`src/verilog/mips_pkg.sv`:
```
`default_nettype none

package mips_pkg;

	////////////////////
	// Widths and fixed values

	// Data and instruction width
	localparam int xlen = 32;
	// Register address width
	localparam int reg_aw = 5;
	localparam int reg_count = 2 ** reg_aw;
	// Opcode and function code width
	localparam int op_w = 6;

	// Destination written by jal
	localparam logic [reg_aw-1:0] link_reg = 5'd31;
	// Second operand passed down the pipe on a jump
	localparam logic [xlen-1:0] link_offset = 32'd4;

	////////////////////
	// Opcodes

	localparam logic [op_w-1:0] op_rtype = 6'h00;
	localparam logic [op_w-1:0] op_j     = 6'h02;
	localparam logic [op_w-1:0] op_jal   = 6'h03;
	localparam logic [op_w-1:0] op_beq   = 6'h04;
	localparam logic [op_w-1:0] op_bne   = 6'h05;
	localparam logic [op_w-1:0] op_addi  = 6'h08;
	localparam logic [op_w-1:0] op_slti  = 6'h0a;
	localparam logic [op_w-1:0] op_andi  = 6'h0c;
	localparam logic [op_w-1:0] op_ori   = 6'h0d;
	localparam logic [op_w-1:0] op_lui   = 6'h0f;
	localparam logic [op_w-1:0] op_lw    = 6'h23;
	localparam logic [op_w-1:0] op_sw    = 6'h2b;

	// R-type jumps through a register
	localparam logic [op_w-1:0] fn_jr   = 6'h08;
	localparam logic [op_w-1:0] fn_jalr = 6'h09;

	////////////////////
	// Shared bundles

	// Pipeline control, 15 bits
	typedef struct packed {
		logic            reg_write;
		logic            mem_to_reg;
		logic            mem_write;
		logic            reg_dst;
		logic            alu_src;
		logic [op_w-1:0] alu_op;
		logic            branch_eq;
		logic            branch_ne;
		logic            jump;
		logic            jump_reg;
	} ctrl_t;

	// Writeback port from the last stage, 38 bits
	typedef struct packed {
		logic              en;
		logic [reg_aw-1:0] addr;
		logic [xlen-1:0]   data;
	} wb_port_t;

endpackage

`default_nettype wire

```
`src/verilog/control_unit.sv`:
```
`default_nettype none

module control_unit (
	input  wire logic [mips_pkg::op_w-1:0] opcode,
	input  wire logic [mips_pkg::op_w-1:0] func,
	output mips_pkg::ctrl_t                ctrl
);

	always_comb begin
		// Unknown opcodes fall through with everything low
		ctrl = '0;

		case (opcode)
			mips_pkg::op_rtype: begin
				ctrl.reg_dst = 1'b1;
				ctrl.alu_op = func;
				// jr is the only R-type with no destination
				ctrl.reg_write = (func != mips_pkg::fn_jr);
				if (func == mips_pkg::fn_jr || func == mips_pkg::fn_jalr) begin
					ctrl.jump = 1'b1;
					ctrl.jump_reg = 1'b1;
				end
			end

			////////////////////
			// Memory access

			mips_pkg::op_lw: begin
				ctrl.reg_write = 1'b1;
				ctrl.mem_to_reg = 1'b1;
				ctrl.alu_src = 1'b1;
				ctrl.alu_op = opcode;
			end
			mips_pkg::op_sw: begin
				ctrl.mem_write = 1'b1;
				ctrl.alu_src = 1'b1;
				ctrl.alu_op = opcode;
			end

			////////////////////
			// Control flow

			mips_pkg::op_beq: begin
				ctrl.branch_eq = 1'b1;
				ctrl.alu_op = opcode;
			end
			mips_pkg::op_bne: begin
				ctrl.branch_ne = 1'b1;
				ctrl.alu_op = opcode;
			end
			mips_pkg::op_j: begin
				ctrl.jump = 1'b1;
				ctrl.alu_op = opcode;
			end
			mips_pkg::op_jal: begin
				// Link value is written back to r31
				ctrl.jump = 1'b1;
				ctrl.reg_write = 1'b1;
				ctrl.alu_op = opcode;
			end

			// Immediate arithmetic and logic
			mips_pkg::op_addi, mips_pkg::op_andi, mips_pkg::op_ori,
			mips_pkg::op_slti, mips_pkg::op_lui: begin
				ctrl.reg_write = 1'b1;
				ctrl.alu_src = 1'b1;
				ctrl.alu_op = opcode;
			end

			default: ctrl = '0;
		endcase

		// Both branch kinds at once would confuse the compare
		assert (!(ctrl.branch_eq && ctrl.branch_ne))
			else $error("control_unit: beq and bne both set, opcode %h", opcode);
	end

endmodule

`default_nettype wire

```
`src/verilog/register_file.sv`:
```
`default_nettype none

module register_file (
	input  wire logic                          clk,
	input  wire logic                          rst_n,
	input  wire logic [mips_pkg::reg_aw-1:0]   raddr1,
	input  wire logic [mips_pkg::reg_aw-1:0]   raddr2,
	input  wire mips_pkg::wb_port_t            wb,
	output logic      [mips_pkg::xlen-1:0]     rdata1,
	output logic      [mips_pkg::xlen-1:0]     rdata2
);

	logic [mips_pkg::xlen-1:0] regs [mips_pkg::reg_count];
	logic                      hit1;
	logic                      hit2;

	////////////////////
	// Write port

	always_ff @(posedge clk) begin
		if (!rst_n) begin
			for (int i = 0; i < mips_pkg::reg_count; i++) begin
				regs[i] <= '0;
			end
		end else if (wb.en && wb.addr != '0) begin
			regs[wb.addr] <= wb.data;
		end
	end

	////////////////////
	// Read ports

	// Same-cycle writeback overrides the stored value
	assign hit1 = wb.en && (wb.addr == raddr1);
	assign hit2 = wb.en && (wb.addr == raddr2);

	// r0 is hard-wired, writes to it never show up
	assign rdata1 = (raddr1 == '0) ? '0 : (hit1 ? wb.data : regs[raddr1]);
	assign rdata2 = (raddr2 == '0) ? '0 : (hit2 ? wb.data : regs[raddr2]);

	// Storage for r0 must survive every writeback, including one aimed at it
	zero_reg_kept: assert property (
		@(posedge clk) disable iff (!rst_n)
		wb.en |=> (regs[0] == '0)
	) else $error("register_file: r0 storage changed after a write");

endmodule

`default_nettype wire

```
`src/verilog/branch_resolve.sv`:
```
`default_nettype none

module branch_resolve (
	input  wire mips_pkg::ctrl_t           ctrl,
	input  wire logic [mips_pkg::xlen-1:0] opnd1,
	input  wire logic [mips_pkg::xlen-1:0] opnd2,
	input  wire logic [mips_pkg::xlen-1:0] imm_ext,
	input  wire logic [mips_pkg::xlen-1:0] pc_incr,
	input  wire logic [mips_pkg::xlen-1:0] rdata1,
	input  wire logic [mips_pkg::xlen-1:0] alu_result_ex,
	input  wire logic [mips_pkg::xlen-1:0] mem_result,
	input  wire logic [25:0]               target_field,
	input  wire logic                      forward_a,
	input  wire logic                      forward_b,
	output logic      [mips_pkg::xlen-1:0] pc_branch,
	output logic      [mips_pkg::xlen-1:0] pc_jump,
	output logic                           branch_taken
);

	logic [mips_pkg::xlen-1:0] cmp_a;
	logic [mips_pkg::xlen-1:0] cmp_b;
	logic [mips_pkg::xlen-1:0] j_target;
	logic [mips_pkg::xlen-1:0] jr_target;
	logic                      ops_equal;

	////////////////////
	// Early branch decision

	// Result from the memory stage replaces a stale register value
	assign cmp_a = forward_a ? mem_result : opnd1;
	assign cmp_b = forward_b ? mem_result : opnd2;
	assign ops_equal = (cmp_a == cmp_b);

	// Word offset relative to the next instruction
	assign pc_branch = pc_incr + {imm_ext[mips_pkg::xlen-3:0], 2'b00};

	always_comb begin
		branch_taken = (ctrl.branch_eq && ops_equal) || (ctrl.branch_ne && !ops_equal);

		assert (!branch_taken || ctrl.branch_eq || ctrl.branch_ne)
			else $error("branch_resolve: taken without a branch instruction");
	end

	////////////////////
	// Jump target

	// j and jal stay inside the current 256 MB region
	assign j_target = {pc_incr[mips_pkg::xlen-1:mips_pkg::xlen-4], target_field, 2'b00};

	// Register still in flight in execute, take the ALU result
	assign jr_target = (forward_a || forward_b) ? alu_result_ex : rdata1;

	assign pc_jump = ctrl.jump_reg ? jr_target : j_target;

endmodule

`default_nettype wire

```
`src/verilog/instruction_decode.sv`:
```
`default_nettype none

module instruction_decode (
	input  wire logic                          clk,
	input  wire logic                          rst_n,
	input  wire logic [mips_pkg::xlen-1:0]     instruction,
	input  wire logic [mips_pkg::xlen-1:0]     pc_incr,
	input  wire mips_pkg::wb_port_t            wb,
	input  wire logic [mips_pkg::xlen-1:0]     alu_result_ex,
	input  wire logic [mips_pkg::xlen-1:0]     mem_result,
	input  wire logic                          forward_a,
	input  wire logic                          forward_b,
	output mips_pkg::ctrl_t                    ctrl,
	output logic      [mips_pkg::xlen-1:0]     reg_data1,
	output logic      [mips_pkg::xlen-1:0]     reg_data2,
	output logic      [mips_pkg::xlen-1:0]     imm_ext,
	output logic      [mips_pkg::reg_aw-1:0]   rs,
	output logic      [mips_pkg::reg_aw-1:0]   rt,
	output logic      [mips_pkg::reg_aw-1:0]   rd,
	output logic      [mips_pkg::op_w-1:0]     opcode,
	output logic      [mips_pkg::op_w-1:0]     func,
	output logic      [mips_pkg::xlen-1:0]     pc_branch,
	output logic      [mips_pkg::xlen-1:0]     pc_jump,
	output logic                               branch_taken
);

	logic [mips_pkg::xlen-1:0] rdata1;
	logic [mips_pkg::xlen-1:0] rdata2;

	////////////////////
	// Instruction fields

	assign opcode = instruction[31:26];
	assign rs = instruction[25:21];
	assign rt = instruction[20:16];
	assign func = instruction[5:0];
	assign imm_ext = {{16{instruction[15]}}, instruction[15:0]};

	// j and jal link into r31, jalr keeps its encoded rd
	assign rd = (ctrl.jump && !ctrl.jump_reg) ? mips_pkg::link_reg : instruction[15:11];

	control_unit control_i (
		.opcode (opcode),
		.func   (func),
		.ctrl   (ctrl)
	);

	register_file regfile_i (
		.clk    (clk),
		.rst_n  (rst_n),
		.raddr1 (rs),
		.raddr2 (rt),
		.wb     (wb),
		.rdata1 (rdata1),
		.rdata2 (rdata2)
	);

	////////////////////
	// Operands

	// On a jump the ALU computes pc_incr + 4 as the link value
	assign reg_data1 = ctrl.jump ? pc_incr : rdata1;
	assign reg_data2 = ctrl.jump ? mips_pkg::link_offset : rdata2;

	branch_resolve branch_i (
		.ctrl          (ctrl),
		.opnd1         (reg_data1),
		.opnd2         (reg_data2),
		.imm_ext       (imm_ext),
		.pc_incr       (pc_incr),
		.rdata1        (rdata1),
		.alu_result_ex (alu_result_ex),
		.mem_result    (mem_result),
		.target_field  (instruction[25:0]),
		.forward_a     (forward_a),
		.forward_b     (forward_b),
		.pc_branch     (pc_branch),
		.pc_jump       (pc_jump),
		.branch_taken  (branch_taken)
	);

endmodule

`default_nettype wire

```
`config.mk`:
```
export PLATFORM = sky130hd
export DESIGN_NAME = instruction_decode
export DESIGN_NICKNAME = d
export VERILOG_FILES = /design/src/verilog/mips_pkg.sv /design/src/verilog/control_unit.sv /design/src/verilog/register_file.sv /design/src/verilog/branch_resolve.sv /design/src/verilog/instruction_decode.sv
export SDC_FILE = /design/constraint.sdc
export NUM_CORES = 2
export LEC_CHECK = 0
export ABC_CLOCK_PERIOD_IN_PS = 3600
export BUFFER_PORTS_ARGS = -buffer_cell sky130_fd_sc_hd__buf_2
export CAP_MARGIN = 20
export CORE_MARGIN = 2
export CORE_UTILIZATION = 34
export CTS_CLUSTER_SIZE = 20
export DETAILED_ROUTE_END_ITERATION = 16
export SLEW_MARGIN = 20
export SYNTH_ARGS = -nofsm -noshare
export SYNTH_HDL_FRONTEND = slang
export SYNTH_SLANG_ARGS = --single-unit
export TNS_END_PERCENT = 1
```
`constraint.sdc`:
```
create_clock -name clk -period 3.6 [get_ports clk]
set_clock_uncertainty 0.1 [all_clocks]
set_input_delay 0.18 -clock clk [delete_from_list [all_inputs] [get_ports clk]]
set_output_delay 0.18 -clock clk [all_outputs]
set_load 0.01 [all_outputs]
```
-- Word-level counts from Yosys, hierarchy flattened
Memory sizes are Yosys's and may differ from the RTL's.
Cells that the tools add are included.
Widths: inputs -> output; s select.
- muxes and demuxes: 29
- reductions and logical operators: 20
- add/sub/neg operators: 1
- equality and inequality tests: 17
- operator list (kind ; number):
    $mux 32 ; 11
    $eq 6x4->1 const B ; 7
    $add 32x32->32 ; 1
    $eq 32x32->1 ; 1
    $reduce_or 32->1 ; 1
    $reduce_or 7->1 ; 2
    $eq 6x2->1 const B ; 2
    $eq 6x3->1 const B ; 2
    $eq 6x6->1 const B ; 2
    $mux 1 ; 12
    $pmux 6 s2 ; 1
    $reduce_or 11->1 ; 1
    $eq 5x5->1 ; 2
    $logic_not 5->1 ; 2
    $mux 5 ; 2
    $logic_and 1x1->1 ; 6
    $logic_not 6->1 ; 1
    $ne 6x4->1 const B ; 1
    $reduce_bool 5->1 ; 1
    $pmux 1 s2 ; 2
    $logic_or 1x1->1 ; 3
    $logic_not 1->1 ; 2
    $mux 2 ; 1
    $reduce_or 2->1 ; 1
- memories kept: 1
- bits in registers: 0
- word-level logic and storage cells: 68
- memory bits (writable): 1024
- input port bits: 170
- output and inout port bits: 203
- memories (name ; depth ; width ; read ports ; clocked after memory_dff ; write ports ; line ; RTL):
    regfile_i.regs ; 32 ; 32 ; 2 ; 0 ; 32 ; register_file.sv:13 ; logic [mips_pkg::xlen-1:0] regs [mips_pkg::reg_count];

-- Logic depth before layout (Yosys ltp)
- depth in word-level cells: 10
- depth in mapped cells: 18
- depth with buffers taken out: 15

-- Modules after synthesis
From an unflattened synthesis, not the netlist that was laid out.
- cells, all modules: 4389
- area total of the unflattened synthesis: 59579.6 µm²
- modules (own cells, without submodules) (module ; instances ; cells each ; area an instance (µm²) ; sequential area each (µm²)):
    register_file ; 1 ; 3744 ; 54698.7 ; 30749.5
    branch_resolve ; 1 ; 461 ; 3348.2 ; 0.0
    instruction_decode ; 1 ; 131 ; 1191.1 ; 0.0
    control_unit ; 1 ; 53 ; 341.6 ; 0.0

-- Worst setup path after synthesis
Ideal clock, no wire load.
- path kind: input to register
- start point: in wb[32] in the netlist's numbering
- end point: mem regfile_i.regs[10][0] in the netlist's numbering (enable)
- cell stages on the path: 6
- setup slack: -325 ps
- buffers on the path: 4
- arrival: 3359 ps
- library setup time: 466 ps
- required time: 3034 ps
- cell sequence: clkbuf_1 -> nand2b_1 -> clkbuf_1 -> clkbuf_1 -> clkbuf_1 -> o21ai_0
- RTL lines (what ; line ; RTL):
    start, declared ; instruction_decode.sv:8 ; input wire mips_pkg::wb_port_t wb,
    end, declared ; register_file.sv:13 ;

==> summary.md <==
| Metric | Value |
|---|---|
| Vias in the first global route | 48950 |
| Unrepaired setup endpoints after global routing | true |
| Largest net degree at the start of global routing | 51 |
| 1st-pass router iterations | 6 |
| Area occupied by registers | 0.03075 mm² |
| Max Cap Viol | 0 |
| Clk sink count | 1024 |
| Slowest CP cell | or4_1 |
| Status | finished with violations |
| Synth Area in Adders | 0.006326 |
| Post-synth top area share | 0.5081 |
| Htree depth | 3 |
| Post-Synth XOR/XNOR Area | 0.01447 |
| Synthesis warning total | 0 |
| Endpoints failing setup | 11 |
| Netlist cell types | 100 |
| Fmax | 207.8 MHz |
| First-pass GRT wire length | 410700 µm |
| Sequential area share after synthesis | 0.5081 |
| Number of flip-flops in the largest register | 1024 |
| Die area | 0.1814 mm² |
| Dpl hpwl | 217900 µm |
| Worst Tran Pin Value | 1.055 ns |
| Worst setup EP type | output pin |
| Core Rows | 154 |
| Setup TNS | -1.850 ns |
| Multi-input gate area | 0.02782 mm² |
| Hold Path End | regfile_i.regs[3][31]$_SDFFCE_PN0P_ |
| Most common cell after layout, fill and taps aside | edfxtp_1 |
| Most frequent CP cell | mux4_2 |
| Power density cells | 433.8 mW/mm² |
| Largest reg by FF count | regfile_i.regs |
| Hold crit path type | in2reg |
| Worst-path clk slew | 0.06 ns |
| Initial core utilization | 0.3429 |
| Critical path class | reg2out |
| Seq cells post-synth | 1024 |
| Total power | 32.90 mW |
| Cell accounting for the most synthesized area | edfxtp_1 |
| Setup bufs post-CTS | 0 |
| Fill count | 16280 |
| Peak VDD IR | 0.3429 mV |
| Area Growth Syn to Fin | 25.30% |
| Crit path time final | 4.812 ns |
| Post-synthesis compound-gate area fraction | 0.07263 |
| Synth area leaders | edfxtp_1 51%, mux4_2 14%, and2_1 8.2% |
| I/O Buffers | 372 |
| Clk buf depth | 3 |
| Total I/O pin count | 373 |
| GR Util All Layers | 0.3317 |
| Final Slew Violations | 0 |
| CTS root buffer | clkbuf_16 |
| Pre-CTS setup slack | -1.233 ns |
| Final hold vios | 0 |
| Cell Area, Synth | 0.06052 mm² |
| Most frequent cells in the layout | 1024 x edfxtp_1, 927 x buf_4, 792 x and2_1 |
| Worst hold start | wb[31] |
| Final setup margin | -1.212 ns |
| Hold Path Stages | 3 |
| Number of synthesized flops with an enable pin | 1024 |
| Initial antenna violation count | 45 |
| Mux cell area share after synthesis | 0.2013 |
| Synth Area in Simple Gates | 0.1483 |
| Violated checks | negative setup slack |
| Antenna-violating nets left | 0 |
| Width of the die | 425.9 µm |
| Ys flop type | edfxtp_1 |
| Core area | 0.1765 mm² |
| Cell leakage power | 28.52 nW |
| Largest regs | regfile_i.regs: 1024 flops |
| Main combinational cell family by area after synthesis | multiplexers |
| Nets | 5830 |
| Final worst path period share | 1.337 |
| Critical-path cell list | mux4_2 > mux4_2 > a211o_1 > o211ai_2 > xor2_4 > o41ai_1 > or4_1 > o311ai_2 > o211a_1 > mux2i_1 > nand3_2 > buf_6 |
| Layout Cells excl Fill | 8080 |
| Vias/cell | 6.325 |
| Total CTS buffers | 105 |
| Number of remaining DRC errors | 0 |
| CTS tree | built |
| Grt ovf | 0 |
| Setup crit start kind | flop |
| Number of instances in the placed design | 7855 |
| Critical Path AT | 4.53 ns |
| Die H | 425.9 µm |
| CP Max Fanout | 2 |
| WP data required | 3.32 ns |
| Layout cell share with drive strength beyond 1 | 0.3720 |
| Max-slew headroom | 0.2949 |
| Vias | 51110 |
| Slowest stage delay, CP | 0.53 ns |
| Syn_area_per_cell | 13.11 µm² |
| Asr flop ratio synth | 0 |
| Wirelength per Cell | 38.16 µm |
| DR iter-0 viols | 8513 |
| Synth Instances | 4616 |
| Total wire length | 308300 µm |
| Final Wtd Congestion | 1.024 |
==> layer usage <==
layer	track usage	up-vias	wire (µm)
met1	0.3948	25580	104300
met3	0.09921	1105	40950
met5	0	-	181
li1	-	19770	-
met4	0.2531	26	28190
met2	0.5046	4630	134800
==> logic make-up after synthesis <==
kind of cell	Yosys count
and+or+nand+nor	1595
DFF	1024
muxes	670
AOI/OAI and AO/OA	637
buffers and inverters	559
xor gates and xnor gates	100
adders and majority gates	30
other	1
==> cells in the mapped netlist, drive strengths merged, types with 39 or more instances <==
master / number
xnor2: 72
mux2i: 218
mux4: 421
clkbuf: 285
nand3: 46
and2: 795
inv: 47
edfxtp: 1024
nor2: 148
buf: 225
nand2: 156
o22ai: 39
o21ai: 140
a21oi: 88
nor3: 265
a221oi: 39
a22oi: 125
==> power breakdown <==
part           total (mW)  leakage [nW]  internal (mW)  switching, mW
Combinational        7.20          17.1           2.89           4.30
Clock                11.5          1.72           6.48           5.06
Sequential           14.2          9.75           13.8          0.380
==> worst max path at each step <==
stage	startpoint	end	slack [ns]	cells after the start
2_1_floorplan	wb[32]	regfile_i.regs[10][0]$_SDFFCE_PN0P_	-0.32	6
5_1_grt	regfile_i.regs[13][6]$_SDFFCE_PN0P_	branch_taken	-1.28	14
3_5_place_dp	instruction[21]	branch_taken	-1.23	18
6_report	regfile_i.regs[21][14]$_SDFFCE_PN0P_	branch_taken	-1.21	12
3_3_place_gp	instruction[21]	branch_taken	-1.29	18
4_1_cts	regfile_i.regs[30][14]$_SDFFCE_PN0P_	branch_taken	-1.20	12
==> worst max-delay path: cells and delay by family (launching register included) <==
kind | cells | cell delay (ns)
buffers and inverters | 1 | 0.14
multiplexers | 3 | 1.27
AO/OA/AOI/OAI | 5 | 0.98
AND/OR/NAND/NOR | 2 | 0.66
flip-flops | 1 | 0.42
XOR/XNOR | 1 | 0.32
==> area by class of cell <==
| type | count | share of cell area |
|---|---|---|
| flip-flops and latches | 1024 | 0.4055 |
| clock inverters | 77 | 0.01023 |
| well taps | 2340 | 0.03861 |
| repair buffers | 1386 | 0.1395 |
| inverters | 49 | 0.002442 |
| multi-input cells | 3064 | 0.3668 |
| clock buffers | 120 | 0.03623 |
| diodes | 20 | 0.0006600 |
==> through the flow <==
step / hold slack (ns) / util / cell area [µm²]
4_1_cts: 0.01247 / 0.4285 / 75630
6_report: 0.03590 / 0.4297 / 75840
3_3_place_gp: 0.4723 / 0.4067 / 71780
3_5_place_dp: 0.4732 / 0.4067 / 71790
5_1_grt: 0.05217 / 0.4295 / 75800
2_1_floorplan: 0.2782 / - / 60640
==> repair_timing <==
item                                    4_1_cts  5_1_grt
pin swaps                                    18       11
resized for setup                            55       38
endpoints found under the setup margin       32       33
endpoints found under the hold margin        35        0
hold buffers                                  9        0
(Power assumes the default switching activity.)
